`src/hw/lcd_pkg.sv`:
```
`default_nettype none

package lcd_pkg;

	localparam int CLK_PER_US = 2;        // board builds raise this

	localparam int T_POWER_US      = 500;
	localparam int T_INIT_PULSE_US = 10;
	localparam int T_WAIT_SHORT_US = 50;  // after function set and display control
	localparam int T_WAIT_CLEAR_US = 200;
	localparam int T_WAIT_ENTRY_US = 100;
	localparam int T_XFER_US       = 50;
	localparam int T_E_SETUP_US    = 1;
	localparam int T_E_HIGH_US     = 13;

	// cycle counts derived from the microsecond figures
	localparam int POWER_CYC      = T_POWER_US * CLK_PER_US;
	localparam int INIT_PULSE_CYC = T_INIT_PULSE_US * CLK_PER_US;
	localparam int INIT_B1        = (T_INIT_PULSE_US + T_WAIT_SHORT_US) * CLK_PER_US;
	localparam int INIT_B2        = INIT_B1 * 2;   // start of clear step
	localparam int INIT_B3        = INIT_B2 + (T_INIT_PULSE_US + T_WAIT_CLEAR_US) * CLK_PER_US;
	localparam int INIT_CYC       = INIT_B3 + (T_INIT_PULSE_US + T_WAIT_ENTRY_US) * CLK_PER_US;
	localparam int XFER_CYC       = T_XFER_US * CLK_PER_US;
	localparam int E_SETUP_CYC    = T_E_SETUP_US * CLK_PER_US;
	localparam int E_END_CYC      = E_SETUP_CYC + T_E_HIGH_US * CLK_PER_US;

	// one counter covers the longest phase
	localparam int CNT_MAX = (POWER_CYC > INIT_CYC) ? POWER_CYC : INIT_CYC;
	localparam int CNT_W   = $clog2(CNT_MAX + 1);

	localparam int LCD_WORD_W = 10;       // {rs, rw, data}

	localparam logic [7:0] INS_CLEAR      = 8'h01;
	localparam logic [7:0] INS_HOME       = 8'h02;
	localparam logic [7:0] INS_DDRAM_BASE = 8'h80;
	localparam logic [6:0] ROW1_OFFSET    = 7'h40;

	typedef enum logic [2:0] {
		CMD_CLEAR,
		CMD_HOME,
		CMD_DISPLAY_ON,
		CMD_DISPLAY_OFF,
		CMD_SHIFT_LEFT,
		CMD_SHIFT_RIGHT
	} lcd_cmd_op_t;

	typedef enum logic [1:0] {
		ST_POWER,
		ST_INIT,
		ST_IDLE,
		ST_XFER
	} lcd_ctrl_state_t;

endpackage

`default_nettype wire

```
`src/hw/lcd_arbiter.sv`:
```
`default_nettype none

module lcd_arbiter (
	input  logic                           clk,
	input  logic                           rst,
	input  logic                           busy,
	input  logic                           req_text,
	input  logic [lcd_pkg::LCD_WORD_W-1:0] word_text,
	input  logic                           req_cmd,
	input  logic [lcd_pkg::LCD_WORD_W-1:0] word_cmd,
	output logic                           grant_text,
	output logic                           grant_cmd,
	output logic                           lcd_enable,
	output logic [lcd_pkg::LCD_WORD_W-1:0] lcd_bus
);
	import lcd_pkg::*;

	logic last_cmd;   // round-robin pointer, cmd client served last
	logic can_issue;
	logic pick_text;
	logic pick_cmd;

	// busy only rises the cycle after the strobe, so the registered strobe
	// itself holds off a second issue
	assign can_issue = !busy && !lcd_enable;

	assign pick_text = can_issue && req_text && (!req_cmd || last_cmd);
	assign pick_cmd  = can_issue && req_cmd && (!req_text || !last_cmd);

	always_ff @(posedge clk) begin
		if (rst) begin
			grant_text <= 1'b0;
			grant_cmd  <= 1'b0;
			lcd_enable <= 1'b0;
			last_cmd   <= 1'b1;   // text wins the first tie
		end else begin
			grant_text <= pick_text;
			grant_cmd  <= pick_cmd;
			lcd_enable <= pick_text || pick_cmd;
			if (pick_text)
				last_cmd <= 1'b0;
			else if (pick_cmd)
				last_cmd <= 1'b1;
		end
	end

	always_ff @(posedge clk) begin
		if (pick_text)
			lcd_bus <= word_text;
		else if (pick_cmd)
			lcd_bus <= word_cmd;
	end

	a_one_grant: assert property (@(posedge clk) disable iff (rst)
		!(grant_text && grant_cmd));

endmodule

`default_nettype wire

```
`src/hw/lcd_cmd_issuer.sv`:
```
`default_nettype none

module lcd_cmd_issuer (
	input  logic                           clk,
	input  logic                           rst,
	input  logic                           cmd_valid,
	input  lcd_pkg::lcd_cmd_op_t           cmd_op,
	output logic                           cmd_ready,
	output logic                           req,
	output logic [lcd_pkg::LCD_WORD_W-1:0] word,
	input  logic                           grant
);
	import lcd_pkg::*;

	logic accept;

	function automatic logic [7:0] op_to_ins(input lcd_cmd_op_t op);
		case (op)
			CMD_CLEAR:       op_to_ins = INS_CLEAR;
			CMD_HOME:        op_to_ins = INS_HOME;
			CMD_DISPLAY_ON:  op_to_ins = 8'h0c;   // display on, cursor and blink off
			CMD_DISPLAY_OFF: op_to_ins = 8'h08;
			CMD_SHIFT_LEFT:  op_to_ins = 8'h18;   // display shift, left
			CMD_SHIFT_RIGHT: op_to_ins = 8'h1c;
			default:         op_to_ins = 8'h00;   // no-op on the lcd
		endcase
	endfunction

	assign accept    = cmd_valid && cmd_ready;
	assign cmd_ready = !req;

	always_ff @(posedge clk) begin
		if (rst)
			req <= 1'b0;
		else if (accept)
			req <= 1'b1;
		else if (grant)
			req <= 1'b0;
	end

	// instruction word, rs and rw both low
	always_ff @(posedge clk) begin
		if (accept)
			word <= {2'b00, op_to_ins(cmd_op)};
	end

	a_known_op: assert property (@(posedge clk) disable iff (rst)
		accept |-> cmd_op inside {CMD_CLEAR, CMD_HOME, CMD_DISPLAY_ON, CMD_DISPLAY_OFF,
			CMD_SHIFT_LEFT, CMD_SHIFT_RIGHT});

endmodule

`default_nettype wire

```
`src/hw/lcd_ctrl.sv`:
```
`default_nettype none

module lcd_ctrl (
	input  logic                           clk,
	input  logic                           rst,
	input  logic [6:0]                     lcd_config, // {lines, font, disp, cursor, blink, inc, shift}
	input  logic                           lcd_enable,
	input  logic [lcd_pkg::LCD_WORD_W-1:0] lcd_bus,
	output logic                           e,
	output logic                           rs,
	output logic [7:0]                     lcd_data,
	output logic                           busy
);
	import lcd_pkg::*;

	lcd_ctrl_state_t  state;
	logic [CNT_W-1:0] cnt;      // cycle index within the current phase
	logic [CNT_W-1:0] cnt_inc;
	logic [6:0]       cfg;      // config held for the whole init

	assign cnt_inc = cnt + CNT_W'(1);

	// e level for a given init cycle, one pulse at the start of each step
	function automatic logic init_pulse(input logic [CNT_W-1:0] idx);
		logic p0;
		logic p1;
		logic p2;
		logic p3;
		p0 = idx < CNT_W'(INIT_PULSE_CYC);
		p1 = idx >= CNT_W'(INIT_B1) && idx < CNT_W'(INIT_B1 + INIT_PULSE_CYC);
		p2 = idx >= CNT_W'(INIT_B2) && idx < CNT_W'(INIT_B2 + INIT_PULSE_CYC);
		p3 = idx >= CNT_W'(INIT_B3) && idx < CNT_W'(INIT_B3 + INIT_PULSE_CYC);
		init_pulse = p0 || p1 || p2 || p3;
	endfunction

	// instruction byte shown during a given init cycle
	function automatic logic [7:0] init_word(input logic [CNT_W-1:0] idx, input logic [6:0] c);
		if (idx < CNT_W'(INIT_B1))
			init_word = {4'b0011, c[6], c[5], 2'b00};  // function set, 8 bit bus
		else if (idx < CNT_W'(INIT_B2))
			init_word = {5'b00001, c[4:2]};            // display control
		else if (idx < CNT_W'(INIT_B3))
			init_word = INS_CLEAR;
		else
			init_word = {6'b000001, c[1:0]};           // entry mode
	endfunction

	// e level for a given cycle counted from the strobe
	function automatic logic xfer_pulse(input logic [CNT_W-1:0] idx);
		xfer_pulse = idx >= CNT_W'(E_SETUP_CYC) && idx < CNT_W'(E_END_CYC);
	endfunction

	always_ff @(posedge clk) begin
		if (rst) begin
			state    <= ST_POWER;
			cnt      <= '0;
			e        <= 1'b0;
			rs       <= 1'b0;
			lcd_data <= '0;
			busy     <= 1'b0;
		end else begin
			case (state)
				ST_POWER: begin
					busy <= 1'b1;
					if (cnt == CNT_W'(POWER_CYC - 1)) begin
						state    <= ST_INIT;
						cnt      <= '0;
						cfg      <= lcd_config;            // sampled once per init
						e        <= init_pulse('0);
						lcd_data <= init_word('0, lcd_config);
					end else begin
						cnt <= cnt_inc;
					end
				end
				ST_INIT: begin
					if (cnt == CNT_W'(INIT_CYC - 1)) begin
						state    <= ST_IDLE;
						cnt      <= '0;
						e        <= 1'b0;
						lcd_data <= '0;
						busy     <= 1'b0;                  // init done
					end else begin
						cnt      <= cnt_inc;
						e        <= init_pulse(cnt_inc);
						lcd_data <= init_word(cnt_inc, cfg); // held through each wait
					end
				end
				ST_IDLE: begin
					if (lcd_enable) begin
						state    <= ST_XFER;
						cnt      <= CNT_W'(1);             // strobe cycle counts as 0
						e        <= xfer_pulse(CNT_W'(1));
						rs       <= lcd_bus[LCD_WORD_W-1];
						lcd_data <= lcd_bus[7:0];
						busy     <= 1'b1;
					end
				end
				ST_XFER: begin
					if (cnt == CNT_W'(XFER_CYC - 1)) begin
						state    <= ST_IDLE;
						cnt      <= '0;
						e        <= 1'b0;
						rs       <= 1'b0;
						lcd_data <= '0;
						busy     <= 1'b0;
					end else begin
						cnt <= cnt_inc;
						e   <= xfer_pulse(cnt_inc);        // rs and data stay put
					end
				end
				default: state <= ST_POWER;
			endcase
		end
	end

	a_no_e_in_idle: assert property (@(posedge clk) disable iff (rst)
		(state == ST_IDLE) |-> !$rose(e));

	// arbiter must respect the busy level
	a_no_strobe_busy: assert property (@(posedge clk) disable iff (rst)
		lcd_enable |-> !busy);

	// r/w is tied low on the board, clients only write
	a_write_only: assert property (@(posedge clk) disable iff (rst)
		lcd_enable |-> !lcd_bus[LCD_WORD_W-2]);

endmodule

`default_nettype wire

```
`src/hw/lcd_text_writer.sv`:
```
`default_nettype none

module lcd_text_writer (
	input  logic                           clk,
	input  logic                           rst,
	input  logic                           char_valid,
	input  logic [7:0]                     char_code,
	input  logic                           char_row,
	input  logic [3:0]                     char_col,
	output logic                           char_ready,
	output logic                           req,
	output logic [lcd_pkg::LCD_WORD_W-1:0] word,
	input  logic                           grant
);
	import lcd_pkg::*;

	logic [7:0] code_q;
	logic       row_q;
	logic [3:0] col_q;
	logic       data_phase;   // address word sent, character next
	logic [6:0] ddram_addr;
	logic       accept;

	assign accept = char_valid && char_ready;

	// row 1 starts at 0x40 in ddram
	assign ddram_addr = (row_q ? ROW1_OFFSET : 7'h00) + {3'b000, col_q};

	assign word = data_phase ? {1'b1, 1'b0, code_q}
		: {2'b00, INS_DDRAM_BASE | {1'b0, ddram_addr}};

	// busy from the strobe until the character word is granted
	assign char_ready = !req;

	always_ff @(posedge clk) begin
		if (rst) begin
			req        <= 1'b0;
			data_phase <= 1'b0;
		end else if (accept) begin
			req        <= 1'b1;
			data_phase <= 1'b0;
		end else if (grant) begin
			if (data_phase) begin
				req        <= 1'b0;   // both words out
				data_phase <= 1'b0;
			end else begin
				data_phase <= 1'b1;   // keep req up, present the character
			end
		end
	end

	always_ff @(posedge clk) begin
		if (accept) begin
			code_q <= char_code;
			row_q  <= char_row;
			col_q  <= char_col;
		end
	end

	// arbiter only grants a raised request
	a_grant_needs_req: assert property (@(posedge clk) disable iff (rst)
		grant |-> req);

endmodule

`default_nettype wire

```
`src/hw/lcd_top.sv`:
```
`default_nettype none

module lcd_top (
	input  logic                 clk,
	input  logic                 rst,
	input  logic [6:0]           lcd_config,
	input  logic                 char_valid,
	input  logic [7:0]           char_code,
	input  logic                 char_row,
	input  logic [3:0]           char_col,
	output logic                 char_ready,
	input  logic                 cmd_valid,
	input  lcd_pkg::lcd_cmd_op_t cmd_op,
	output logic                 cmd_ready,
	output logic                 e,
	output logic                 rs,
	output logic [7:0]           lcd_data,
	output logic                 busy
);
	import lcd_pkg::*;

	logic                  req_text;
	logic                  grant_text;
	logic [LCD_WORD_W-1:0] word_text;
	logic                  req_cmd;
	logic                  grant_cmd;
	logic [LCD_WORD_W-1:0] word_cmd;
	logic                  lcd_enable;   // one-cycle strobe into the controller
	logic [LCD_WORD_W-1:0] lcd_bus;

	lcd_text_writer i_text (
		.clk        (clk),
		.rst        (rst),
		.char_valid (char_valid),
		.char_code  (char_code),
		.char_row   (char_row),
		.char_col   (char_col),
		.char_ready (char_ready),
		.req        (req_text),
		.word       (word_text),
		.grant      (grant_text)
	);

	lcd_cmd_issuer i_cmd (
		.clk       (clk),
		.rst       (rst),
		.cmd_valid (cmd_valid),
		.cmd_op    (cmd_op),
		.cmd_ready (cmd_ready),
		.req       (req_cmd),
		.word      (word_cmd),
		.grant     (grant_cmd)
	);

	lcd_arbiter i_arbiter (
		.clk        (clk),
		.rst        (rst),
		.busy       (busy),
		.req_text   (req_text),
		.word_text  (word_text),
		.req_cmd    (req_cmd),
		.word_cmd   (word_cmd),
		.grant_text (grant_text),
		.grant_cmd  (grant_cmd),
		.lcd_enable (lcd_enable),
		.lcd_bus    (lcd_bus)
	);

	lcd_ctrl i_ctrl (
		.clk        (clk),
		.rst        (rst),
		.lcd_config (lcd_config),
		.lcd_enable (lcd_enable),
		.lcd_bus    (lcd_bus),
		.e          (e),
		.rs         (rs),
		.lcd_data   (lcd_data),
		.busy       (busy)
	);

endmodule

`default_nettype wire

```
`config.mk`:
```
export PLATFORM = sky130hd
export DESIGN_NAME = lcd_top
export DESIGN_NICKNAME = d
export VERILOG_FILES = /design/src/hw/lcd_pkg.sv /design/src/hw/lcd_arbiter.sv /design/src/hw/lcd_cmd_issuer.sv /design/src/hw/lcd_ctrl.sv /design/src/hw/lcd_text_writer.sv /design/src/hw/lcd_top.sv
export SDC_FILE = /design/constraint.sdc
export NUM_CORES = 1
export LEC_CHECK = 0
export BUFFER_PORTS_ARGS = -buffer_cell sky130_fd_sc_hd__buf_4
export CAP_MARGIN = 15
export CORE_MARGIN = 8
export CORE_UTILIZATION = 38
export DETAILED_ROUTE_END_ITERATION = 12
export SYNTH_ARGS = -nofsm -noshare
export SYNTH_HDL_FRONTEND = slang
export SYNTH_SLANG_ARGS = --single-unit
```
`constraint.sdc`:
```
create_clock -name clk -period 2.7 [get_ports clk]
set_input_delay 0.54 -clock clk [delete_from_list [all_inputs] [get_ports clk]]
set_output_delay 0.54 -clock clk [all_outputs]
set_load 0.005 [all_outputs]
```
==> out/results.txt, run 1 <==
The clock-pin slew on the worst setup and hold paths came out at 80 ps. Critical path class: flop to flop. Most used flip-flop cell after synthesis: sky130_fd_sc_hd__edfxtp_1. Leaving out fill and tap cells, the most frequent cell in the layout is sky130_fd_sc_hd__buf_4. The count of pins over their slew limit is 0. The headroom to the max-slew limit is 39.7%, and the highest fanout seen on the critical path is 10. The count of pins on the block boundary is 40, and the row count is 34. After synthesis, the mean cell area works out to 9.51 um^2. The weighted congestion reported at the end of routability-driven placement was 0.915.

The share of total power in sequential cells was 53.5%; the post-synthesis to final-layout area growth was 19.4%. The cts-stage hold buffer count came out at 0. The worst setup path is launched from a flop. Clock skew on the completed layout was measured at 10.9 ps.

In this run, placement finished with an instance count of 490. The initial antenna violation count is 0, and the antenna diode count is 0. The number of levels the H-tree was split into came out at 3. The number of nets in the synthesized netlist is 377. Nature of the critical path endpoint: a flop. Measured along the x axis, the die boundary spans 109 um.

The Yosys step of the flow raised 0 warnings. The post-layout minimum cycle time was 2420 ps. The layout has 860 filler cells.

Dividing the detail-routed wire length by the instance count gives 17.8 um. After clock tree synthesis, the repair step resized 0 gates. The first TritonRoute pass finished after 4 iterations. In this run the biggest area consumer among cell types represents 30.7% of the synthesized area. The largest voltage drop on the vdd net was 377 uV; the share of layout cells above drive strength 1 was 21.9%. The tools report the remaining global-route overflow as 0. Setup violations remaining at the end of the flow were counted as 0. Number of buffers inserted to repair setup after CTS: 0. The path type of the worst min-delay path is primary input to flop.

For the leakage power summed over all cells, the log shows 1.42 nW. The core region is 8590 um^2. Root buffer selected by CTS: sky130_fd_sc_hd__clkbuf_8. The die covers 12000 um^2. Sequential elements use 48.8% of the synthesized area.

The delay contributed by the slowest stage of the critical path was 430 ps. The flow ran to the end, and the final reports show no timing, DRC or antenna violations. After detailed routing, the number of remaining DRC violations is 0. In this run the tool buffered the top-level ports with 39 buffer cells.

The detailed router finished its first iteration with 149 violations. The finished layout holds 506 standard cells, fillers aside. Once layout is done, the placed cells without fillers occupy 3970 um^2. Counting every instance in the synthesized netlist gives 349. For this design the ratio of total power to cell area is 513 nW/um^2.

The remaining antenna violation count after routing is 0. In the layout the commonest cells are sky130_fd_sc_hd__buf_4, sky130_fd_sc_hd__edfxtp_1, sky130_fd_sc_hd__nor2_1, sky130_fd_sc_hd__nand2_1, sky130_fd_sc_hd__dfxtp_1. In this run switching power makes up 23.5% of total power. The max capacitance violation total was 0; the number of unique standard cell types used by synthesis was 63.

The internal power was 0.00155 W. The clock share of power was 40.2%; the count of state elements after synthesis was 64. The total number of vias is 2840, and the number of flops mapped to enable cells by yosys is 34. Summed over all layers, the routed wires come to 9.02 mm. The run gives 16.1% as the total track usage. The net count of the finished layout is 421. The share of flip-flops with an asynchronous set or reset after synthesis is 0%.

TritonCTS built the clock tree. CTS saw 64 sinks. In this run the vertical extent of the chip is 109 um. By instance count, the cell type seen most on the critical path is sky130_fd_sc_hd__a211o_1. The signal on the critical path passes through ha_2 > and2_1 > a211o_1 > o221ai_1 > o21ai_0 > a21oi_1 > a211o_1 > a221oi_2. Of all cell types, the one taking the most synthesized area is sky130_fd_sc_hd__edfxtp_1. Setup repair after global routing left no endpoint under its margin. The cell with the largest stage delay on the worst path was sky130_fd_sc_hd__dfxtp_1. Summed over all nets, the switching power comes to 0.000478 W. The number of endpoints with negative hold slack in the final report is 0.

The first global-routing pass estimated 14.9 mm of wire. Transition time at the pin with the least slew margin: 900 ps. Dividing the detail-routed via count by the number of cells gives 5.61. For the arrival time reported for the critical path endpoint, the log shows 2670 ps. Dividing the final minimum period by the clock period gives 89.5%. The maximum buffer depth of the clock tree was 2. For the setup total negative slack, the log shows 0 ps. The worst-skew pair later-pin latency came out at 340 ps. The placed instances occupy a cell area of 3760 um^2. The number of global-route vias before repair is 2939, and the number of CTS-inserted buffers is 9. The run gives 6.81 mm as the detailed-placement wirelength estimate. For the largest net degree at the start of global routing, the log shows 28. Summing internal, switching and leakage power gives 0.00203 W.

The achievable clock frequency is 414 MHz, and the endpoint required time on the critical path is 2950 ps. The tools report the starting utilization of the core area as 38.6%. The part of the power in combinational logic is 6.3%. In the post-synthesis netlist, the biggest area contributors are sky130_fd_sc_hd__edfxtp_1, sky130_fd_sc_hd__dfxtp_1, sky130_fd_sc_hd__a21oi_1, sky130_fd_sc_hd__o21ai_0, sky130_fd_sc_hd__nand2_1.

The final-layout worst hold slack was 366 ps; the summed instance area of the synthesized netlist was 3320 um^2.
[cells in the mapped netlist, drive strengths merged (2+ instances only)]
cell type,number
clkbuf,12
nor2b,7
o21a,4
and2,4
o221ai,2
nand4,9
o22ai,2
o21ai,24
o31a,2
o32ai,2
nand3,10
o2111ai,2
mux2i,8
or2,2
nand2b,4
and4,3
and3,5
nand2,33
a32o,2
buf,12
or3,4
a32oi,3
inv,10
nor4,3
a21oi,25
a311oi,2
nor2,30
a22oi,7
dfxtp,30
a211oi,4
nor3,9
a211o,3
o211ai,2
xnor2,7
edfxtp,34
nand3b,3
a41oi,2
a31oi,4
[logic make-up (layout without fill, tap and decap cells)]
kind of cell,Yosys count,count (layout),synth area share [%]
simple gates,130,130,19.9
compound gates,102,102,20.8
flops,64,64,48.8
buf+inv,35,84,5.01
mux,9,9,2.75
xor+xnor,8,8,2.34
fa+ha+maj,1,1,0.377
[power groups by stage]
stage / logic (W) / clock network (W) / registers [W]
after detailed placement: 0.000128 / 0 / 0.00111
after global placement: 0.000127 / 0 / 0.00111
after CTS: 0.000129 / 0.000842 / 0.00109
after floorplan: 0.0000713 / 0 / 0.00110
after global routing: 0.000142 / 0.000889 / 0.00109
final: 0.000128 / 0.000817 / 0.00109
[cell type report]
type	count	area, um^2	area share, %
Inverter	11	41.3	1.04
Tap cell	108	135	3.41
Timing Repair Buffer	57	428	10.8
Clock buffer	9	124	3.12
Sequential cell	64	1620	41.0
Clock inverter	7	71.3	1.80
Multi-Input combinational cell	250	1540	38.9
[layer usage]
layer | global-route usage, % | share of wire [%] | vias up
li1 | - | - | 1393
met1 | 19.9 | 45 | 1357
met2 | 25.5 | 48 | 75
met3 | 5.39 | 5.2 | 15
met4 | 5.69 | 1.9 | 0
met5 | 0 | 0 | -
[final timing paths]
check | to | start | slack, ps | cells past startpoint
max | i_ctrl.lcd_data[0]$_SDFFE_PP0P_ | i_ctrl.cnt[0]$_SDFFE_PP0P_ | 280 | 8
min | i_text.code_q[0]$_DFFE_PP_ | char_code[0] | 370 | 1
max reg2reg | i_ctrl.lcd_data[0]$_SDFFE_PP0P_ | i_ctrl.cnt[0]$_SDFFE_PP0P_ | 280 | 8
min reg2reg | i_cmd.req$_SDFFE_PP0P_ | i_arbiter.grant_cmd$_SDFF_PP0_ | 430 | 1
[critical path: cells and delay by family, from the launching register on]
kind / cells / cell delay [ps]
DFF: 1 / 430
and+or+nand+nor: 1 / 380
AOI/OAI and AO/OA: 6 / 1200
adders and majority gates: 1 / 320
[stage by stage]
| step | util (%) | worst slack [ps] |
|---|---|---|
| finish | 46.1 | 282 |
| CTS | 46.0 | 180 |
| floorplan | - | 476 |
| global placement | 43.7 | 191 |
| global route | 46.1 | 53.8 |
| detailed placement | 43.7 | 209 |
[state kept, by name, summed over array words and instances (netlist names), 2 cells and up]
signal,cells
i_text.code_q,8
i_arbiter.lcd_bus,9
i_ctrl.lcd_data,8
i_ctrl.state,2
i_cmd.word,5
i_ctrl.cnt,10
i_ctrl.cfg,7
i_text.col_q,4
Note: power is estimated with default switching activity, not from simulation.
==> run 2, diff against run 1 <==
--- a/config.mk
+++ b/config.mk
@@ -5,11 +5,12 @@
 export SDC_FILE = /design/constraint.sdc
 export NUM_CORES = 1
 export LEC_CHECK = 0
+export ABC_AREA = 1
 export BUFFER_PORTS_ARGS = -buffer_cell sky130_fd_sc_hd__buf_4
-export CAP_MARGIN = 15
 export CORE_MARGIN = 8
 export CORE_UTILIZATION = 38
 export DETAILED_ROUTE_END_ITERATION = 12
+export RECOVER_POWER = 50
 export SYNTH_ARGS = -nofsm -noshare
 export SYNTH_HDL_FRONTEND = slang
 export SYNTH_SLANG_ARGS = --single-unit
==> run 2 against run 1 <==
Compared with the run above:
- flip-flop and latch count is the same
- area after synthesis shrank 5.5%
- register-to-register slack gained 350 ps
- routed wire length shrank 20%
- die area shrank 4.7%
- largest power group unchanged
- critical path type unchanged
==> out/results.txt, run 2 <==
The starting utilization of the core area is 38.8% (+0.15 points), and the count of pins over their slew limit is 0 (unchanged). The met1 usage is 16.1% (-3.8 points). The arrival time reported for the critical path endpoint is 2260 ps (-410 ps), and the initial antenna violation count is 0 (unchanged). The slowest stage of the critical path is the sky130_fd_sc_hd__dfxtp_1 cell. The wire length of the first global-routing pass came out at 12.2 mm (-18%).

The worst setup path is of the flop to flop kind. The total power after layout was 0.00203 W (about the same). The logs give 3.72% (-1.7 points) for the routing usage on met3 and 367 (+5.2%) for the gate count of the mapped netlist. The number of buffers and inverters on the critical path was 0 (unchanged).

By count the netlist is led by sky130_fd_sc_hd__nand2_1, sky130_fd_sc_hd__inv_1, sky130_fd_sc_hd__edfxtp_1, sky130_fd_sc_hd__nor2_1, sky130_fd_sc_hd__dfxtp_1. The non-filler instance count after layout was 522 (+3.2%); the largest voltage drop on the vdd net was 364 uV (-3.3%). The net count reported at finish was 440 (+4.5%); the TritonCTS sink count was 64 (unchanged).

The remaining global-route overflow is 0 (unchanged), and the detailed-placement wirelength estimate is 5.43 mm (-20%). The leakage power summed over all cells came out at 1.54 nW (+8.4%). The clock-pin slew on the worst setup and hold paths was 80 ps (about the same). In this run the most used layer during global routing was met2.

Synthesized area per cell: 8.55 um^2 (-10%). The antenna diode count was 0 (unchanged); the number of unique standard cell types used by synthesis was 34 (-46%). The net switching power is 0.000483 W (+1.1%), and the number of global-route vias before repair is 2512 (-15%). The switching power as a share of total power is 23.8% (+0.26 points). The net count of the mapped netlist is 395 (+4.8%). The share of total power in sequential cells was 53.8% (+0.3 points).

The count of state elements after synthesis came out at 64 (unchanged). The power density of the placed cells works out to 549 nW/um^2 (+7.1%). The post-layout minimum cycle time came out at 2070 ps (-351 ps). The run finished with clean final reports. The internal power was 0.00155 W (-0.31%). In the layout the commonest cells are sky130_fd_sc_hd__nand2_1, sky130_fd_sc_hd__inv_1, sky130_fd_sc_hd__edfxtp_1. Yosys instantiated no cell more often than sky130_fd_sc_hd__nand2_1. The run gives 506 (+3.3%) as the number of cells after detailed placement. The root buffer cell chosen for the clock tree is sky130_fd_sc_hd__clkbuf_8.

The number of endpoints with negative hold slack in the final report came out at 0 (unchanged). The tools report the max capacitance violation total as 0 (unchanged). The cell occurring most often along the worst timing path was sky130_fd_sc_hd__nand2_1. The logs give 22.3% (-3.2 points) for the global-route met2 utilization and 0 (unchanged) for the count of unresolved DRC violations after routing.

The sequential-to-total area share from yosys stat is 51.7% (+2.8 points). Number of I/O port buffers: 39 (unchanged). The tools report the nature of the critical path startpoint as a flop.

Setup repair after global routing left no endpoint under its margin. The detail-routed net length per standard cell is 13.8 um (-23%). The weighted congestion reported at the end of routability-driven placement is 0.932 (+1.8%). The min-delay analysis places its worst path in the category primary input to flop. The tools report the number of levels the H-tree was split into as 3 (unchanged).

The total number of vias is 2556 (-10%), and the maximum buffer depth of the clock tree is 2 (unchanged). The largest registers in the layout are i_ctrl.cnt: 10 flops, i_arbiter.lcd_bus: 9 flops. The headroom to the max-slew limit is 27.1% (-13 points).

Floorplan die height: 107 um (-2.4%). The top cell family by delay on the critical path was simple AND/OR/NAND/NOR gates. The signal on the critical path passes through ha_1 > nand2_2 > nor2_4 > nand3_1 > nand2_1 > nor2_1 > a21oi_2 > nand2_1 > nand3_1 > nand2_1 > nand2_1 > a21oi_2.

Leaving out fill and tap cells, the most frequent cell in the layout is sky130_fd_sc_hd__nand2_1. For the final core area utilization, the log shows 45.7% (-0.39 points). The violation count after the first detailed-route iteration is 144 (-3.4%), and the clock skew after layout is 8.14 ps (-2.78 ps).

The logs give 8090 um^2 (-5.8%) for the core area and 5.9% (-0.4 points) for the part of the power in combinational logic. The final period utilization is 76.5% (-13 points), and the count of pins on the block boundary is 40 (unchanged). The logs give 3140 um^2 (-5.5%) for the summed instance area of the synthesized netlist and 7.18 mm (-20%) for the final wirelength. The proportion of netlist area held by the largest area contributor works out to 32.5% (+1.8 points). TritonCTS built the clock tree.

The final-layout worst hold slack was 387 ps (+20.9 ps). The nature of the critical path endpoint was a flop. The die boundary width was 107 um (-2.4%).

The endpoint required time on the critical path was 2890 ps (-60 ps); the number of flops mapped to enable cells by yosys was 34 (unchanged). Cell accounting for the most synthesized area: sky130_fd_sc_hd__edfxtp_1. The largest net degree at the start of global routing was 22 (-21%); the share of flip-flops with an asynchronous set or reset after synthesis was 0% (unchanged). The number of buffers inserted to repair setup after CTS was 0 (unchanged). The share of layout cells above drive strength 1 was 23.0% (+1.2 points); the row count was 33 (-2.9%). The number of cells upsized or downsized after cts was 0 (unchanged); the detailed-routing iteration count for the pre-antenna-repair pass was 5 (+1).

The transition time at the pin with the least slew margin was 1090 ps (+194 ps). The cts-stage hold buffer count is 0 (unchanged), and the highest fanout seen on the critical path is 5 (-5). The post-synthesis to final-layout area growth was 17.9%. The die footprint was 11400 um^2 (-4.7%); the delay contributed by the slowest stage of the critical path was 390 ps (-40 ps).

For the remaining antenna violation count after routing, the log shows 0 (unchanged). By area the synthesized netlist is led by sky130_fd_sc_hd__edfxtp_1, sky130_fd_sc_hd__dfxtp_1, sky130_fd_sc_hd__nand2_1, sky130_fd_sc_hd__inv_1, sky130_fd_sc_hd__nor2_1. Via count normalized by instance count: 4.90 (-13%).

The number of warning messages in the yosys log came out at 0 (unchanged). The number of flip-flops in the largest register was 10 (unchanged). The setup total negative slack was 0 ps (unchanged); the achievable clock frequency was 484 MHz (+17%).

The run gives 0 (unchanged) as the total of endpoints with negative setup slack in the final report. The worst-skew pair later-pin latency is 350 ps (about the same), and the number of CTS-inserted buffers is 9 (unchanged). The register ranked first by flip-flop count was i_ctrl.cnt.

The tools report the total track usage as 13.5% (-2.5 points). For this run, the leading register cell type out of synthesis is sky130_fd_sc_hd__edfxtp_1. For the clock share of power, the log shows 40.3% (about the same).
==> run 2: cell count changes after synthesis, sizes merged, moves of 7 or more <==
cell   change
xnor2      -7
nand3     +18
mux2i      -8
nor2b      -7
inv       +32
nor2      +15
o21ai      -9
buf       -12
nand2     +73
==> run 2: power groups by stage <==
stage | combinational [W] | clock [W] | sequential, W
2_1_floorplan | 0.0000730 | 0 | 0.00111
3_3_place_gp | 0.000125 | 0 | 0.00112
3_5_place_dp | 0.000126 | 0 | 0.00112
4_1_cts | 0.000126 | 0.000835 | 0.00110
5_1_grt | 0.000136 | 0.000885 | 0.00110
6_report | 0.000120 | 0.000819 | 0.00109
==> run 2: cell type report <==
| cell class | instances | area [um^2] |
|---|---|---|
| Fill cell | 820 | 4390 |
| Sequential cell | 64 | 1620 |
| Multi-Input combinational cell | 251 | 1290 |
| Timing Repair Buffer | 40 | 282 |
| Inverter | 46 | 179 |
| Tap cell | 105 | 131 |
| Clock buffer | 9 | 124 |
| Clock inverter | 7 | 71.3 |
==> run 2: worst reg2reg max path, cell delays in order (launching register included) <==
cell and delay, ps:
sky130_fd_sc_hd__dfxtp_1 390, sky130_fd_sc_hd__ha_1 270, sky130_fd_sc_hd__nand2_2 130, sky130_fd_sc_hd__nor2_4 190
sky130_fd_sc_hd__nand3_1 90, sky130_fd_sc_hd__nand2_1 140, sky130_fd_sc_hd__nor2_1 70, sky130_fd_sc_hd__a21oi_2 260
sky130_fd_sc_hd__nand2_1 90, sky130_fd_sc_hd__nand3_1 120, sky130_fd_sc_hd__nand2_1 60, sky130_fd_sc_hd__nand2_1 70
sky130_fd_sc_hd__a21oi_2 50
==> run 2: cells by family (layout without fill, tap and decap cells) <==
| group | after synthesis | after routing | share of synthesized area, % |
|---|---|---|---|
| AOI/OAI and AO/OA | 56 | 56 | 11.1 |
| DFF | 64 | 64 | 51.7 |
| adders and majority gates | 1 | 1 | 0.399 |
| and+or+nand+nor | 194 | 194 | 29.8 |
| buffers and inverters | 52 | 102 | 7.05 |
==> run 2: worst paths after layout <==
check / startpoint / endpoint / slack (ps) / cells after the start
setup reg to reg: i_ctrl.cnt[1]$_SDFFE_PP0P_ / i_ctrl.lcd_data[0]$_SDFFE_PP0P_ / 630 / 12
setup / recovery: i_ctrl.cnt[1]$_SDFFE_PP0P_ / i_ctrl.lcd_data[0]$_SDFFE_PP0P_ / 630 / 12
hold reg to reg: i_ctrl.lcd_data[6]$_SDFFE_PP0P_ / i_ctrl.lcd_data[6]$_SDFFE_PP0P_ / 470 / 2
hold / removal: lcd_config[3] / i_ctrl.cfg[3]$_DFFE_PP_ / 390 / 1
==> run 2: per-layer routing <==
layer | share of wire [%] | vias up
li1 | - | 1316
met1 | 45 | 1164
met2 | 49 | 66
met3 | 4.4 | 10
met4 | 1.4 | 0
met5 | 0 | -
==> run 2: stage by stage <==
step / area [um^2] / worst slack (ps)
3_5_place_dp: 3530 / 684
3_3_place_gp: 3530 / 659
5_1_grt: 3700 / 361
4_1_cts: 3720 / 669
2_1_floorplan: 3140 / 709
6_report: 3700 / 634
==> run 3, diff against run 2 <==
--- a/config.mk
+++ b/config.mk
@@ -5,7 +5,7 @@
 export SDC_FILE = /design/constraint.sdc
 export NUM_CORES = 1
 export LEC_CHECK = 0
-export ABC_AREA = 1
+export ABC_AREA = 0
 export BUFFER_PORTS_ARGS = -buffer_cell sky130_fd_sc_hd__buf_4
 export CORE_MARGIN = 8
 export CORE_UTILIZATION = 38
==> constraint.sdc (replaced) <==
create_clock -name clk -period 1.7 [get_ports clk]
set_input_delay 0.34 -clock clk [delete_from_list [all_inputs] [get_ports clk]]
set_output_delay 0.34 -clock clk [all_outputs]
set_load 0.005 [all_outputs]
==> run 3 against run 2 <==
Compared with the run above:
- the flow now finishes with violations (setup timing)
- clock power rose by 95%
- critical endpoint is now i_ctrl.e$_SDFFE_PP0P_
- first-iteration DRC count rose by 61%
- clock-buffer cell count did not move
- via count rose by 25%
- highest routed layer unchanged
- die area rose by 4.9%
- largest power group unchanged
- power rose by 76%
==> out/results.txt, run 3 (same netlist as run 1, synthesis figures left out) <==
The run finished, with violations left. The checks that failed: setup timing. The leakage power summed over all cells came out at 1.89 nW (+23%). The tools report the count of unresolved DRC violations after routing as 0 (unchanged). The TritonCTS sink count is 64 (unchanged), and the total power after layout is 0.00358 W (+76%). The starting utilization of the core area was 38.6% (-0.15 points). The critical path class was flop to flop.

The logs give 4280 um^2 (+21%) for the placed instance area and 25 (+25) for the total of endpoints with negative setup slack in the final report. In this run the clock root is driven by a sky130_fd_sc_hd__clkbuf_8. The delay contributed by the slowest stage of the critical path works out to 370 ps (-20 ps).

For the global-route met2 utilization, the log shows 26.1% (+3.8 points). The count of pins over their slew limit was 0 (unchanged); the wire length of the first global-routing pass was 15.2 mm (+25%). The clock-pin slew on the worst setup and hold paths is 80 ps (about the same).

STA classifies the critical path endpoint as a flop. The tools report the final-layout worst hold slack as 190 ps (-197 ps). The total number of vias was 3191 (+25%).

For the number of endpoints with negative hold slack in the final report, the log shows 0 (unchanged). The cts-stage hold buffer count is 0 (unchanged), and the number of levels the H-tree was split into is 3 (unchanged). The weighted congestion reported at the end of routability-driven placement was 0.870 (-6.6%); the floorplan die height was 109 um (+2.4%). The run gives 0 (unchanged) as the initial antenna violation count.

The number of global-route vias before repair is 3085 (+23%). Counting flops per register, the top entry is i_ctrl.cnt. Setup repair after global routing could not meet its margin everywhere. Remaining antenna violation count after routing: 0 (unchanged). The library cell used most frequently in the layout, excluding fill and tap cells, is sky130_fd_sc_hd__buf_4. The logs give 0 (unchanged) for the remaining global-route overflow and 20.4% (+4.4 points) for the met1 usage. In the final layout, the registers with the most flip-flops are i_ctrl.cnt: 10 flops, i_arbiter.lcd_bus: 9 flops. The net count reported at finish is 501 (+14%), and the post-layout minimum cycle time is 1960 ps (-104 ps).

The arrival time reported for the critical path endpoint was 2190 ps (-70 ps); the largest net degree at the start of global routing was 18 (-18%). The number of I/O port buffers was 39 (unchanged); the count of pins on the block boundary was 40 (unchanged). The die boundary width is 109 um (+2.4%).

The maximum buffer depth of the clock tree was 2 (unchanged); the achievable clock frequency was 510 MHz (+5.3%). For the detailed-routing iteration count for the pre-antenna-repair pass, the log shows 4 (-1). The signal on the critical path passes through ha_4 > buf_6 > nor2_2 > a21oi_2 > o32ai_4 > nand4b_1 > a41oi_2 > nor3_2 > a311o_1. The logs give 4.28% (+0.56 points) for the routing usage on met3 and 9.89 mm (+38%) for the final wirelength.

The number of buffers and inverters on the critical path is 1 (+1). The transition time at the pin with the least slew margin was 677 ps (-417 ps). The setup total negative slack is -3730 ps (-3730 ps), and the number of flip-flops in the largest register is 10 (unchanged). The worst-skew pair later-pin latency was 340 ps (about the same); the max capacitance violation total was 0 (unchanged). On the critical path, the stage with the largest delay is an instance of sky130_fd_sc_hd__dfxtp_4. The logs give -263 ps (-896 ps) for the final setup slack of the worst path and 34 (+3.0%) for the row count.

TritonCTS built the clock tree. The global routing stage identified its most utilized layer as met2. The number of CTS-inserted buffers was 9 (unchanged); the final period utilization was 115% (+39 points). The tools report the core area as 8590 um^2 (+6.2%).

From synthesis to final layout, the design area changed by 51.1%. The die footprint was 12000 um^2 (+4.9%). The post-route cell area came out at 5020 um^2 (+36%). The violation count after the first detailed-route iteration is 232 (+61%). The detail-routed net length per standard cell works out to 16.9 um (+23%). The endpoint required time on the critical path is 1930 ps (-960 ps), and the highest fanout seen on the critical path is 6 (+1). Share of layout cells above drive strength 1: 46.7% (+24 points). The total track usage was 16.3% (+2.8 points).

STA classifies the critical path startpoint as a flop. The via count normalized by instance count was 5.45 (+11%); the antenna diode count was 0 (unchanged). The final-layout fill cell count came out at 751 (-8.4%). In this run the worst hold path is classified as primary input to flop. The top cell types in the final layout, fill and taps aside, are sky130_fd_sc_hd__buf_4, sky130_fd_sc_hd__edfxtp_1, sky130_fd_sc_hd__nand2_1.

The power density of the placed cells was 713 nW/um^2 (+30%); the largest voltage drop on the vdd net was 490 uV (+34%). The top cell family by delay on the critical path is compound AO/OA/AOI/OAI gates. For the detailed-placement wirelength estimate, the log shows 7.07 mm (+30%).

The headroom to the max-slew limit was 54.8% (+28 points); the clock skew after layout was 10.6 ps (+2.41 ps).
==> run 3: final timing paths <==
kind                                   from  slack (ps)                      end  cells after the start
max              i_ctrl.cnt[0]$_SDFFE_PP0P_        -260    i_ctrl.e$_SDFFE_PP0P_                      9
min                           lcd_config[3]         190  i_ctrl.cfg[3]$_DFFE_PP_                      1
max reg2reg      i_ctrl.cnt[0]$_SDFFE_PP0P_        -260    i_ctrl.e$_SDFFE_PP0P_                      9
min reg2reg  i_arbiter.grant_cmd$_SDFF_PP0_         420   i_cmd.req$_SDFFE_PP0P_                      1
==> run 3: per-layer routing <==
layer,part of all wire [%],vias to the layer above
met3,5.8,14
li1,-,1555
met5,0,-
met2,48,82
met1,44,1540
met4,1.9,0
==> run 3: layout make-up <==
type	instances	area, um^2	area share [%]
Sequential cell	64	1650	32.8
Clock inverter	7	119	2.37
Multi-Input combinational cell	251	1870	37.3
Timing Repair Buffer	136	1080	21.5
Inverter	11	45.0	0.898
Tap cell	108	135	2.69
Clock buffer	9	124	2.47
==> run 3: worst reg2reg max path, stage by stage (launching register included) <==
cell,delay (ps)
sky130_fd_sc_hd__dfxtp_4,370
sky130_fd_sc_hd__ha_4,180
sky130_fd_sc_hd__buf_6,130
sky130_fd_sc_hd__nor2_2,110
sky130_fd_sc_hd__a21oi_2,60
sky130_fd_sc_hd__o32ai_4,250
sky130_fd_sc_hd__nand4b_1,160
sky130_fd_sc_hd__a41oi_2,220
sky130_fd_sc_hd__nor3_2,60
sky130_fd_sc_hd__a311o_1,310
==> run 3: report_power, final <==
group | leakage, nW | switching (W) | internal [W]
sequential | 0.571 | 0.0000374 | 0.00169
combinational | 1.21 | 0.000127 | 0.000132
clock | 0.117 | 0.000620 | 0.000976
total | 1.89 | 0.000784 | 0.00279
==> run 3: what timing repair did <==
item	CTS	global route
cloned	1	1
endpoints found under the setup margin	27	29
pin swaps	18	31
gates resized for setup	68	34
buffers inserted	10	12
==> run 3: metrics by stage <==
step | util, % | worst slack (ps) | instances
2_1_floorplan | - | -217 | 349
3_3_place_gp | 49.8 | -316 | 552
3_5_place_dp | 49.8 | -324 | 552
4_1_cts | 56.2 | -215 | 577
5_1_grt | 58.4 | -355 | 586
6_report | 58.4 | -263 | 586
